<file path="src/common/axi_pkg.sv">
package axi_pkg;

    localparam int ADDR_WIDTH = 32;
    localparam int DATA_WIDTH = 32;
    localparam int STRB_WIDTH = DATA_WIDTH / 8;
    localparam int ID_BITS    = 4;
    localparam int LEN_BITS   = 8;
    localparam int SIZE_BITS  = 3;

    // every beat is a full 32-bit word.
    localparam logic [SIZE_BITS-1:0] SIZE_WORD = 3'd2;

    typedef enum logic [1:0] {
        BURST_FIXED = 2'b00,
        BURST_INCR  = 2'b01
    } burst_e;

    typedef enum logic [1:0] {
        RESP_OKAY   = 2'b00,
        RESP_SLVERR = 2'b10,
        RESP_DECERR = 2'b11
    } resp_e;

    localparam logic [ID_BITS-1:0] ID_CPU2MEM = 4'd1;  // line memory traffic.
    localparam logic [ID_BITS-1:0] ID_CPU2REG = 4'd2;  // register window traffic.

endpackage

</file>
<file path="src/common/soc_map_pkg.sv">
package soc_map_pkg;

    localparam int LINE_WIDTH = 128;
    localparam int LINE_BEATS = 4;
    localparam int BEAT_BITS  = $clog2(LINE_BEATS);

    // region field of the byte address.
    localparam int REGION_MSB = 19;
    localparam int REGION_LSB = 16;

    typedef enum logic [3:0] {
        REGION_MEM = 4'd0,
        REGION_DMA = 4'd1,  // not mapped in this system.
        REGION_REG = 4'd2
    } region_e;

    localparam int MEM_WORDS = 256;
    localparam int REG_WORDS = 4;
    localparam int WQ_DEPTH  = 4;

endpackage

</file>
<file path="src/axi_master/line_write_queue.sv">
module line_write_queue (
    input  logic                               clk_i,
    input  logic                               rst_ni,
    input  logic                               push_i,
    input  logic                               pop_i,
    input  logic [axi_pkg::ADDR_WIDTH-1:0]     addr_i,
    input  logic [soc_map_pkg::LINE_WIDTH-1:0] line_i,
    output logic [axi_pkg::ADDR_WIDTH-1:0]     addr_o,
    output logic [soc_map_pkg::LINE_WIDTH-1:0] line_o,
    output logic                               full_o,
    output logic                               empty_o
);
    import axi_pkg::*;
    import soc_map_pkg::*;

    logic [ADDR_WIDTH-1:0] addr_mem [WQ_DEPTH];
    logic [LINE_WIDTH-1:0] line_mem [WQ_DEPTH];
    logic [$clog2(WQ_DEPTH)-1:0] wr_ptr;
    logic [$clog2(WQ_DEPTH)-1:0] rd_ptr;
    logic [$clog2(WQ_DEPTH):0] count;
    logic do_push;
    logic do_pop;

    assign full_o  = (count == WQ_DEPTH);
    assign empty_o = (count == 0);
    assign do_push = push_i && !full_o;   // overflow is dropped.
    assign do_pop  = pop_i && !empty_o;

    assign addr_o = addr_mem[rd_ptr];
    assign line_o = line_mem[rd_ptr];

    always_ff @(posedge clk_i) begin
        if (do_push) begin
            addr_mem[wr_ptr] <= addr_i;
            line_mem[wr_ptr] <= line_i;
        end
    end

    always_ff @(posedge clk_i) begin
        if (!rst_ni) begin
            wr_ptr <= '0;
            rd_ptr <= '0;
            count  <= '0;
        end else begin
            if (do_push) wr_ptr <= wr_ptr + 1'b1;  // depth is a power of two.
            if (do_pop) rd_ptr <= rd_ptr + 1'b1;
            if (do_push && !do_pop) count <= count + 1'b1;
            else if (do_pop && !do_push) count <= count - 1'b1;
        end
    end

endmodule

</file>
<file path="src/axi_master/axi_line_master.sv">
module axi_line_master (
    input  logic                               clk_i,
    input  logic                               rst_ni,
    input  logic                               cs_i,
    input  logic                               we_i,
    input  logic [axi_pkg::ADDR_WIDTH-1:0]     addr_i,
    input  logic [soc_map_pkg::LINE_WIDTH-1:0] wline_i,
    output logic [soc_map_pkg::LINE_WIDTH-1:0] rline_o,
    output logic                               rvalid_o,
    output logic                               rd_err_o,
    output logic                               wq_full_o,
    output logic                               wr_busy_o,
    output logic                               wr_err_o,
    output logic [axi_pkg::ID_BITS-1:0]        awid_o,
    output logic [axi_pkg::ADDR_WIDTH-1:0]     awaddr_o,
    output logic [axi_pkg::LEN_BITS-1:0]       awlen_o,
    output logic [axi_pkg::SIZE_BITS-1:0]      awsize_o,
    output axi_pkg::burst_e                    awburst_o,
    output logic                               awvalid_o,
    input  logic                               awready_i,
    output logic [axi_pkg::DATA_WIDTH-1:0]     wdata_o,
    output logic [axi_pkg::STRB_WIDTH-1:0]     wstrb_o,
    output logic                               wlast_o,
    output logic                               wvalid_o,
    input  logic                               wready_i,
    input  logic [axi_pkg::ID_BITS-1:0]        bid_i,
    input  axi_pkg::resp_e                     bresp_i,
    input  logic                               bvalid_i,
    output logic                               bready_o,
    output logic [axi_pkg::ID_BITS-1:0]        arid_o,
    output logic [axi_pkg::ADDR_WIDTH-1:0]     araddr_o,
    output logic [axi_pkg::LEN_BITS-1:0]       arlen_o,
    output logic [axi_pkg::SIZE_BITS-1:0]      arsize_o,
    output axi_pkg::burst_e                    arburst_o,
    output logic                               arvalid_o,
    input  logic                               arready_i,
    input  logic [axi_pkg::ID_BITS-1:0]        rid_i,
    input  logic [axi_pkg::DATA_WIDTH-1:0]     rdata_i,
    input  axi_pkg::resp_e                     rresp_i,
    input  logic                               rlast_i,
    input  logic                               rvalid_i,
    output logic                               rready_o
);
    import axi_pkg::*;
    import soc_map_pkg::*;

    typedef enum logic [1:0] {W_IDLE, W_ADDR, W_DATA, W_RESP} wr_state_e;
    typedef enum logic [1:0] {R_IDLE, R_ADDR, R_DATA} rd_state_e;

    wr_state_e w_state;
    rd_state_e r_state;
    logic wq_push;
    logic wq_pop;
    logic wq_empty;
    logic [ADDR_WIDTH-1:0] wq_addr;
    logic [LINE_WIDTH-1:0] wq_line;
    logic [ADDR_WIDTH-1:0] w_addr;
    logic [LINE_WIDTH-1:0] w_line;
    logic [ADDR_WIDTH-1:0] r_addr;
    logic [BEAT_BITS-1:0] w_beat;
    logic [BEAT_BITS-1:0] r_beat;
    logic w_is_reg;
    logic r_is_reg;
    logic rd_accept;
    logic r_hs;
    logic r_beat_err;
    logic r_err;

    assign wq_push = cs_i && we_i && !wq_full_o;
    assign wq_pop  = !wq_empty && (w_state == W_IDLE);  // awvalid is low in idle.

    line_write_queue u_wq (
        .clk_i,
        .rst_ni,
        .push_i  (wq_push),
        .pop_i   (wq_pop),
        .addr_i,
        .line_i  (wline_i),
        .addr_o  (wq_addr),
        .line_o  (wq_line),
        .full_o  (wq_full_o),
        .empty_o (wq_empty)
    );

    assign wr_busy_o = !wq_empty || (w_state != W_IDLE);

    always_ff @(posedge clk_i) begin
        if (wq_pop) begin
            w_addr <= wq_addr;
            w_line <= wq_line;
        end
    end

    // burst shape follows the region of the latched address.
    assign w_is_reg = (region_e'(w_addr[REGION_MSB:REGION_LSB]) == REGION_REG);

    always_comb begin
        awaddr_o = w_addr;
        awsize_o = SIZE_WORD;
        if (w_is_reg) begin
            awid_o    = ID_CPU2REG;
            awlen_o   = '0;
            awburst_o = BURST_FIXED;
        end else begin
            awid_o    = ID_CPU2MEM;  // unmapped regions look like memory.
            awlen_o   = LEN_BITS'(LINE_BEATS - 1);
            awburst_o = BURST_INCR;
        end
    end

    assign awvalid_o = (w_state == W_ADDR);
    assign wvalid_o  = (w_state == W_DATA);
    assign wdata_o   = w_line[w_beat*DATA_WIDTH +: DATA_WIDTH];
    assign wstrb_o   = '1;
    assign wlast_o   = wvalid_o && (w_beat == awlen_o[BEAT_BITS-1:0]);
    assign bready_o  = (w_state == W_RESP);

    always_ff @(posedge clk_i) begin
        if (!rst_ni) begin
            w_state  <= W_IDLE;
            w_beat   <= '0;
            wr_err_o <= 1'b0;
        end else begin
            wr_err_o <= 1'b0;
            case (w_state)
                W_IDLE: begin
                    if (wq_pop) begin
                        w_state <= W_ADDR;
                        w_beat  <= '0;
                    end
                end
                W_ADDR: if (awready_i) w_state <= W_DATA;
                W_DATA: begin
                    if (wready_i) begin
                        w_beat <= w_beat + 1'b1;
                        if (wlast_o) w_state <= W_RESP;
                    end
                end
                W_RESP: begin
                    if (bvalid_i) begin
                        wr_err_o <= (bresp_i != RESP_OKAY) || (bid_i != awid_o);
                        w_state  <= W_IDLE;
                    end
                end
                default: w_state <= W_IDLE;
            endcase
        end
    end

    assign rd_accept  = cs_i && !we_i && (r_state == R_IDLE);
    assign r_hs       = rvalid_i && rready_o;
    assign r_beat_err = (rresp_i != RESP_OKAY) || (rid_i != arid_o);
    assign r_is_reg   = (region_e'(r_addr[REGION_MSB:REGION_LSB]) == REGION_REG);

    always_comb begin
        araddr_o = r_addr;
        arsize_o = SIZE_WORD;
        if (r_is_reg) begin
            arid_o    = ID_CPU2REG;
            arlen_o   = '0;
            arburst_o = BURST_FIXED;
        end else begin
            arid_o    = ID_CPU2MEM;
            arlen_o   = LEN_BITS'(LINE_BEATS - 1);
            arburst_o = BURST_INCR;
        end
    end

    assign arvalid_o = (r_state == R_ADDR);
    assign rready_o  = (r_state == R_DATA);

    always_ff @(posedge clk_i) begin
        if (!rst_ni) begin
            r_state  <= R_IDLE;
            r_beat   <= '0;
            r_err    <= 1'b0;
            rvalid_o <= 1'b0;
            rd_err_o <= 1'b0;
        end else begin
            rvalid_o <= 1'b0;
            rd_err_o <= 1'b0;
            case (r_state)
                R_IDLE: begin
                    if (rd_accept) begin
                        r_state <= R_ADDR;
                        r_beat  <= '0;
                        r_err   <= 1'b0;
                    end
                end
                R_ADDR: if (arready_i) r_state <= R_DATA;
                R_DATA: begin
                    if (r_hs) begin
                        r_beat <= r_beat + 1'b1;
                        r_err  <= r_err || r_beat_err;
                        if (rlast_i) begin
                            r_state  <= R_IDLE;
                            rvalid_o <= 1'b1;
                            rd_err_o <= r_err || r_beat_err;
                        end
                    end
                end
                default: r_state <= R_IDLE;
            endcase
        end
    end

    // line is cleared on accept so a single-beat read leaves words 1 to 3 zero.
    always_ff @(posedge clk_i) begin
        if (rd_accept) begin
            r_addr  <= addr_i;
            rline_o <= '0;
        end else if (r_hs) begin
            rline_o[r_beat*DATA_WIDTH +: DATA_WIDTH] <= rdata_i;
        end
    end

endmodule

</file>
<file path="config.mk">
export PLATFORM = sky130hd
export DESIGN_NAME = axi_line_master
export DESIGN_NICKNAME = d
export VERILOG_FILES = /design/src/common/axi_pkg.sv /design/src/common/soc_map_pkg.sv /design/src/axi_master/line_write_queue.sv /design/src/axi_master/axi_line_master.sv
export SDC_FILE = /design/constraint.sdc
export NUM_CORES = 1
export LEC_CHECK = 0
export BUFFER_PORTS_ARGS = -buffer_cell sky130_fd_sc_hd__buf_2
export CORE_MARGIN = 2
export CORE_UTILIZATION = 45
export CTS_BUF_LIST = sky130_fd_sc_hd__clkbuf_8 sky130_fd_sc_hd__clkbuf_16
export DETAILED_ROUTE_END_ITERATION = 16
export GPL_ROUTABILITY_DRIVEN = 0
export GPL_TIMING_DRIVEN = 0
export PLACE_DENSITY = 0.71
export SYNTH_ARGS = -nofsm -noshare
export SYNTH_HDL_FRONTEND = slang
export SYNTH_SLANG_ARGS = --single-unit
</file>
<file path="constraint.sdc">
create_clock -name clk_i -period 6.1 [get_ports clk_i]
set_clock_uncertainty 0.1 [all_clocks]
set_input_delay 0 -clock clk_i [delete_from_list [all_inputs] [get_ports clk_i]]
set_output_delay 0 -clock clk_i [all_outputs]
set_load 0.1 [all_outputs]
</file>
Word-level counts from Yosys, hierarchy flattened. Memories as Yosys holds them, arrays and structs flattened. A register that Yosys moved wholly into a read port is not among the register bits. Cells that the tools add are included.

Register bits: 179. Latch bits: 0. RAM bits: 640. ROM bits: 0. Input bits: 214. Output and inout port bits: 273. Logic and storage cells: 113. Memories kept: 2.

Memory list: u_wq.line_mem (words 4, width 128, rd ports 1, clocked after Yosys merged registers in 1, write ports 1, line line_write_queue.sv:17) `logic [LINE_WIDTH-1:0] line_mem [WQ_DEPTH];`; u_wq.addr_mem (words 4, width 32, rd ports 1, clocked after Yosys merged registers in 1, write ports 1, line line_write_queue.sv:16) `logic [ADDR_WIDTH-1:0] addr_mem [WQ_DEPTH];`.

Add/sub/neg operators: 7. Multiply operators: 0. Divide/modulo/power cells: 0. Magnitude comparators: 0. Eq/ne operators: 20. Shift-type cells: 3. Muxes and demuxes: 32. Bitwise gates (word level): 0. Reduce and logical (&&, ||, !) cells: 36.

Operators by type and width (count): $bwmux W128 (1); $shift A32 B34 Y128 const A (1); $shiftx A128 B8 Y32 (1); $shiftx A32 B34 Y128 (1); $mux W2 (17); $neg A7 Y34 (1); $reduce_and A3 Y1 (4); $reduce_bool A2 Y1 (6); $logic_and A1 B1 Y1 (11); $ne A2 B1 Y1 const B (5); $add A2 B1 Y2 const B (4); $eq A4 B2 Y1 const B (2); $ne A2 B2 Y1 const B (4); $ne A4 B4 Y1 (2); $pmux W2 S2 (2); $pmux W2 S4 (1); $reduce_and A4 Y1 (2); $mux W1 (7); $eq A2 B2 Y1 const B (3); $mux W3 (2); $pmux W2 S3 (1); $logic_not A1 Y1 (5); $reduce_and A5 Y1 (1); $eq A2 B1 Y1 const B (2); 8 further kinds (12).

Depth between registers and ports, before layout. Gate-level depths: netlist (run 1).

Depth in word-level cells: 8. Gate-level depth with buffers: 9. Mapped depth without buffers: 9.

Modules after synthesis. Synthesis (run 1) repeated with hierarchy kept, for this count alone.

Cells, all modules: 1829. Area total of the unflattened synthesis: 36177.2 um^2.

By module, submodules not included: line_write_queue (instances 1, cells an instance 884, area each 23535.1 um^2); axi_line_master (instances 1, cells an instance 945, area each 12642.1 um^2).

Worst setup path before layout (run 1). Ideal clock, no wire load.

Kind: register -> register. From: register u_wq.count[0]. To: memory u_wq.addr_mem[0][0] (enable). Setup time: 0.965 ns. Arrival time: 5.162 ns. Data required time: 5.035 ns. Slack: -0.127 ns. Stages on the path, launching flop included: 4. Path through: dfxtp_1 -> nor3b_1 -> nor2_1 -> and2_1.

Cells in the longest elaborated chain, start to end: 6.

Ends and longest elaborated chain: start: declaration (line line_write_queue.sv:20) `logic [$clog2(WQ_DEPTH):0] count;`; start signal: assignment (line line_write_queue.sv:47) `if (do_push && !do_pop) count <= count + 1'b1;`; start signal: assignment (line line_write_queue.sv:48) `else if (do_pop && !do_push) count <= count - 1'b1;`; $eq A3 B3 Y1 * (line line_write_queue.sv:24) `assign full_o = (count == WQ_DEPTH);`; via wq_full_o (line axi_line_master.sv:11) `output logic wq_full_o,`; $logic_not A1 Y1 * (line line_write_queue.sv:26, axi_line_master.sv:69); $logic_and A1 B1 Y1 (line axi_line_master.sv:69) `assign wq_push = cs_i && we_i && !wq_full_o;`; $logic_and A1 B1 Y1 * (line line_write_queue.sv:26) `assign do_push = push_i && !full_o;`; via u_wq.do_push (line line_write_queue.sv:21) `logic do_push;`; $mux W1 * (line line_write_queue.sv:33) `if (do_push) begin`; $mux W1 (not written as such) * (line line_write_queue.sv:34) `addr_mem[wr_ptr] <= addr_i;`; end: declaration (line line_write_queue.sv:16).

Mark *: on every way through the listed nets, which the timed path passes. The rest lies on a longest branch.

Final worst setup path (run 1).
From: register r_beat[0]. To: register rline_o[2] in the netlist's numbering.

Cells in the longest elaborated chain, start to end: 3.

Ends and longest elaborated chain: start: declaration (line axi_line_master.sv:61) `logic [BEAT_BITS-1:0] r_beat;`; start signal: assignment (line axi_line_master.sv:193) `r_beat <= r_beat + 1'b1;`; $neg A7 Y34 * (line axi_line_master.sv:213) `rline_o[r_beat*DATA_WIDTH +: DATA_WIDTH] <= rdata_i;`; $shiftx A32 B34 Y128 or $shift A32 B34 Y128 (tied branches) (line axi_line_master.sv:213); $bwmux W128 * (line axi_line_master.sv:213); end signal: indexed assignment (line axi_line_master.sv:213); end: declaration (line axi_line_master.sv:8) `output logic [soc_map_pkg::LINE_WIDTH-1:0] rline_o,`.

Every way passes the cells marked *; elsewhere a longest branch is shown, timed or not. A chain may end at the register's enable or synchronous reset.

==> results of run 1 <==
## kinds of logic (layout without fill, tap and decap cells)
logic type,count (synthesis),in the layout,share of synthesized area (%)
flops,979,979,78.5
simple gates,316,316,4.17
mux,196,196,12.3
compound gates,152,152,2.26
buf+inv,150,1130,2.08
fa+ha+maj,16,16,0.584
xor+xnor,5,5,0.123
other cells,2,41,0.0211
## cell usage in the layout, fill, tap and decap left out, types with 5 or more instances in the layout
| master | instances |
|---|---|
| diode_2 | 13 |
| buf_1 | 7 |
| a21boi_0 | 5 |
| buf_2 | 490 |
| dfxtp_1 | 147 |
| nor2b_1 | 8 |
| mux4_2 | 192 |
| conb_1 | 28 |
| bufinv_16 | 7 |
| nand2_1 | 141 |
| inv_1 | 32 |
| clkbuf_1 | 60 |
| buf_16 | 13 |
| clkinv_1 | 22 |
| and2_1 | 8 |
| nand3_1 | 130 |
| nor3b_1 | 5 |
| clkbuf_16 | 99 |
| ha_1 | 15 |
| edfxtp_1 | 832 |
| a21oi_1 | 132 |
| clkinv_2 | 12 |
| buf_4 | 37 |
| dlygate4sd3_1 | 330 |
## repair_timing
item,4_1_cts,5_1_grt
hold buffers,330,0
buffers inserted,0,0
endpoints found under the hold margin,814,0
## per-layer routing
metal  vias up  part of all wire (%)  GRT usage, %
met5         -                  0.13             0
met1     10461                    36          25.3
met2      1028                    52          39.6
li1       9040                     -             -
met4        20                   4.5          9.93
met3       256                   8.3          5.59
## worst paths after layout
| check | startpoint | end | slack, ns | depth (start not counted) |
|---|---|---|---|---|
| max | r_beat[0]$_SDFFE_PN0P_ | rline_o[2]$_SDFFE_PP0P_ | 2.74 | 7 |
| min | wline_i[8] | u_wq.line_mem[0][8]$_DFFE_PP_ | 0.02 | 2 |
| max reg2reg | r_beat[0]$_SDFFE_PN0P_ | rline_o[2]$_SDFFE_PP0P_ | 2.74 | 7 |
| min reg2reg | rline_o[127]$_SDFFE_PP0P_ | rline_o[127]$_SDFFE_PP0P_ | 0.35 | 2 |
## final cells by class
class	instances	area, µm²
plain buffers	137	692
clock inverters	77	654
fillers	5678	32400
inverters	13	56.3
flip-flops and latches	979	27900
clock buffers	101	2500
repair buffers	802	5980
well taps	1050	1310
multi-input cells	713	7030
diodes	13	32.5
## report_power, final
part / leakage, nW / switching (mW) / total [mW] / internal (mW)
Sequential: 8.81 / 0.233 / 8.55 / 8.31
Combinational: 5.77 / 3.58 / 4.89 / 1.31
Clock: 1.61 / 2.56 / 5.85 / 3.29
## metrics by stage
stage               utilization [%]  setup TNS, ns  area (µm²)  instances  power (mW)
floorplan                         -              0       35700       1842        12.3
global placement               50.0       -1689.96       39300       3349        12.7
detailed placement             50.5              0       39700       3364        13.4
CTS                            58.7              0       46200       3872        19.4
global route                   58.7              0       46200       3882        19.9
finish                         58.8              0       46200       3885        19.3
## critical path: stages (launching register included)
cell	delay (ns)
dfxtp_1	0.42
inv_1	0.15
ha_1	0.38
nor3b_1	0.88
clkbuf_1	0.47
nand3_1	0.14
a21oi_1	0.17
dlygate4sd3_1	0.57
## flip-flops by register name (all words and copies together) (netlist names), 2 cells and up
register	cells
r_beat	2
u_wq.line_mem	512
awaddr_o	32
u_wq.rd_ptr	2
w_line	128
rline_o	128
u_wq.addr_mem	128
r_state	2
w_beat	2
araddr_o	32
u_wq.wr_ptr	2
u_wq.count	3
w_state	2
==> impl_metrics.tcl, run 1 <==
set metrics [dict create \
    dp_hpwl_um 59000 \
    dp_slack_ns 3.06 \
    drtAntennaViolNets 0 \
    wirelength_um 92000 \
    grt_usage_pct 22.3 \
    crit_path_start_kind "flip-flop" \
    ys_types 40 \
    synth-main-ff-cell "edfxtp_1" \
    finalCritPeriodShare_pct 55.1 \
    cts_resized 0 \
    p_per_area_nw_per_um2 418 \
    drt_iter0_markers 1672 \
    root_buffer "clkbuf_16" \
    vias 20805 \
    grt_pass1_wl_um 135000 \
    holdWs_ns 0.0218 \
    critPathKind "flip-flop to flip-flop" \
    cp.required_ns 6.59 \
    syn_inst 1816 \
    outcome "finished, final reports clean" \
    routed_via_density 5.36 \
    worst_ep_arrival_time_ns 3.85 \
    synth-edff-count 832 \
    slew_headroom_pct 25.7 \
    yosysMostFrequentCell "edfxtp_1" \
    synth_top_area_share_pct 70.2 \
    clkLatencyLatePin_ns 0.67 \
    avgSynthCellArea_um2 19.6 \
    cts_max_level 3 \
    crit_fanout 10 \
    dieArea_um2 81300 \
    vdd_drop_max_uv 394 \
    cts_buffer_depth 3 \
    synth_common_cells "832 x edfxtp_1, 192 x mux4_2, 147 x dfxtp_1" \
    yosys.area.top_type "edfxtp_1" \
    fp.coreArea_um2 78600 \
    drtPass1Iterations 5 \
    syn-cell-area_um2 35600 \
    fmax_ghz 0.298 \
    wire_per_inst_um 23.7 \
    p_leak_nw 16.2 \
    die_x_um 285 \
    overflow 0 \
    fp-row-count 103 \
    worst_slack_ns 2.74 \
    endpoint_kind "flip-flop" \
    setup_viol 0 \
    drive_gt1_share_pct 31.1 \
    drv_slew 0 \
    cts_sinks 979 \
    grt_antenna_before_repair 22 \
    ys_async_sr_fraction_pct 0 \
    final_nets 2974 \
    grt_max_degree 83 \
    maxCapViolations 0 \
    yosysSeqAreaShare_pct 78.5 \
    ys_ff_latch 979 \
    portBuffers 457 \
    tritoncts "built" \
    hold_path.class "input pin to flip-flop" \
    cts_buffers 98 \
    fp.dieH_um 285 \
    area_growth_pct 29.8 \
    synth_warnings 0 \
    hold_violations 0 \
    yosys-top-cells-area "edfxtp_1 70%, mux4_2 12%, dfxtp_1 8.3%" \
    initial_core_util_pct 45.3 \
    period_needed_ns 3.36 \
    clkSlewWorstSetupHoldPaths_ns 0.06 \
    rsz0062_at_grt "false" \
    drc 0 \
    grt_pass1_vias 21873 \
    io_pins 487 \
    tightest_slew_ns 1.11 \
]
(Power assumes the default switching activity.)
==> inputs of run 2 (changes only) <==
ABC_AREA = 1   (was unset)
PLACE_DENSITY = 0.73   (was 0.71)
clock period = 2.9 ns   (was 6.1 ns; I/O delays follow)
==> run 2 against run 1 <==
  * Combinational power rose to 2.9 times the previous value
  * Global-route usage up 4.3 points
  * Design area up 3.5%
  * Largest cell class unchanged
  * First-iteration DRC count up 74%
  * Count of clock-buffer cells in the layout up 1
  * Critical endpoint is now wdata_o[12]
==> impl_metrics.tcl, run 2 <==
set metrics [dict create \
    wirelength_um 115000 \
    synth-simple-area-share_pct 7.94 \
    area_growth_pct 30.2 \
    grt_antenna_before_repair 14 \
    portBuffers 458 \
    drtPass1Iterations 6 \
    ys_ff_latch 979 \
    reg2reg_depth 9 \
    maxCapViolations 0 \
    fp-row-count 104 \
    vias 27193 \
    drt_iter0_markers 2905 \
    synth_common_cells "832 x edfxtp_1, 461 x nor2_1, 448 x o21ai_0" \
    yosys.area.top_type "edfxtp_1" \
    holdWs_ns 0.0101 \
    synth-main-ff-cell "edfxtp_1" \
    overflow 0 \
    drv_slew 0 \
    grt_max_degree 43 \
    cts_max_level 3 \
    critPathKind "flip-flop to output pin" \
    grt_usage_pct 26.6 \
    slew_headroom_pct 44.4 \
    final_cell_mix "832 x edfxtp_1, 504 x buf_2, 457 x nor2_1" \
    finalCritPeriodShare_pct 98.9 \
    synth_top_family_by_area "compound AO/OA/AOI/OAI gates" \
    p_per_area_nw_per_um2 950 \
    design_power_total_mw 45.4 \
    hold_path.class "input pin to flip-flop" \
    yosysMostFrequentCell "edfxtp_1" \
    cp.required_ns 2.80 \
    syn_inst 2767 \
    reg2reg_from "r_beat[0]$_SDFFE_PN0P_" \
    initial_core_util_pct 45.5 \
    root_buffer "clkbuf_16" \
    fmax_ghz 0.348 \
    setup_viol 0 \
    dp.cells 4342 \
    endpoint "wdata_o[12]" \
    synth_top_area_share_pct 68.1 \
    fp.dieH_um 290 \
    yosys-top-cells-area "edfxtp_1 68%, dfxtp_1 8.0%, o21ai_0 6.1%" \
    clkSlewWorstSetupHoldPaths_ns 0.06 \
    final_cells 4852 \
    dp_hpwl_um 75600 \
    p_leak_nw 17.7 \
    synth_warnings 0 \
    syn-cell-area_um2 36700 \
    synth_xor_area_share_pct 0 \
    hold_violations 0 \
    clkLatencyLatePin_ns 0.68 \
    ys_async_sr_fraction_pct 0 \
    drtAntennaViolNets 0 \
    io_pins 487 \
    final_common_cell "edfxtp_1" \
    period_needed_ns 2.87 \
    rsz0062_at_grt "false" \
    drive_gt1_share_pct 20.8 \
    reg2reg_to "rline_o[66]$_SDFFE_PP0P_" \
    cts_sinks 979 \
    synth_adder_area_share_pct 0.566 \
    grt_pass1_wl_um 164000 \
    endpoint_kind "output pin" \
    outcome "finished, final reports clean" \
    final_nets 3932 \
    wire_per_inst_um 23.8 \
    crit_fanout 10 \
    vdd_drop_max_uv 1230 \
    largest-register "u_wq.line_mem" \
    crit_start "w_beat[1]$_SDFFE_PN0P_" \
    cts_buffers 97 \
    die_x_um 290 \
    routed_via_density 5.60 \
    avgSynthCellArea_um2 13.3 \
    dieArea_um2 83800 \
    synth-edff-count 832 \
    crit_path_start_kind "flip-flop" \
    fp.coreArea_um2 80700 \
    tns_ns 0 \
    tritoncts "built" \
    cts_setup_buffers 0 \
    tightest_slew_ns 0.833 \
    largest_reg_flops 512 \
    ys_types 34 \
    cts_buffer_depth 3 \
    drc 0 \
    grt_pass1_vias 26395 \
    r2r_slack_ns 0.12 \
    synth.mux.area_fraction_pct 0 \
    yosysSeqAreaShare_pct 76.1 \
    worst_ep_arrival_time_ns 2.77 \
    synth_compound_area_share_pct 11.7 \
]
run 2: cell families (layout without fill, tap and decap cells):
group / count (synthesis) / in the layout
flops: 979 / 979
buf+inv: 278 / 1268
simple gates: 710 / 710
fa+ha+maj: 16 / 16
other cells: 2 / 37
compound gates: 782 / 782
run 2: cell type report:
type / count / area, µm²
multi-input cells: 1536 / 7590
inverters: 53 / 208
clock inverters: 78 / 811
diodes: 9 / 22.5
flip-flops and latches: 979 / 27900
fillers: 6105 / 32900
repair buffers: 811 / 6230
plain buffers: 224 / 1160
clock buffers: 102 / 2500
well taps: 1060 / 1330
run 2: worst min-delay path by stage:
stage / start / to / slack [ns] / cells after the start
finish: wline_i[7] / u_wq.line_mem[3][7]$_DFFE_PP_ / 0.01 / 2
global route: wline_i[66] / u_wq.line_mem[2][66]$_DFFE_PP_ / 0.01 / 2
CTS: wline_i[66] / u_wq.line_mem[2][66]$_DFFE_PP_ / 0.0002 / 2
floorplan: addr_i[0] / araddr_o[0]$_DFFE_PP_ / -0.001 / 0
global placement: wline_i[51] / u_wq.line_mem[0][51]$_DFFE_PP_ / 0.11 / 1
detailed placement: wline_i[52] / u_wq.line_mem[2][52]$_DFFE_PP_ / 0.12 / 1
run 2: critical path: stages (launching register included):
cell and delay (ns):
dfxtp_1 0.62, clkbuf_1 0.39, o21ai_0 0.33, o22ai_1 0.31, buf_2 0.48
run 2: what timing repair did:
action                                  4_1_cts  5_1_grt
pin swaps                                     0        0
hold buffers                                320        3
gates resized for setup                      19       22
endpoints found under the setup margin       25       22
endpoints found under the hold margin       875        2
run 2: power breakdown:
part / switching, mW / internal [mW]
Combinational: 11.2 / 2.89
Sequential: 0.650 / 17.8
Clock: 5.57 / 7.35
Total: 17.4 / 28.0
run 2: per-layer routing:
metal  GRT usage [%]  part of all wire (%)  vias to the layer above
li1                -                     -                    12042
met1            30.9                    35                    13221
met2            47.1                    51                     1630
met3            5.82                   9.2                      284
met4            11.7                   4.7                       16
met5               0                 0.090                        -
run 2: stage by stage:
step	instance area, µm²	util [%]	worst slack, ns
5_1_grt	47800	59.2	0.0171
3_5_place_dp	41200	51.0	0.0752
4_1_cts	47700	59.1	0.0164
2_1_floorplan	36900	-	-0.659
3_3_place_gp	40500	50.2	-2.72
6_report	47800	59.2	0.0306
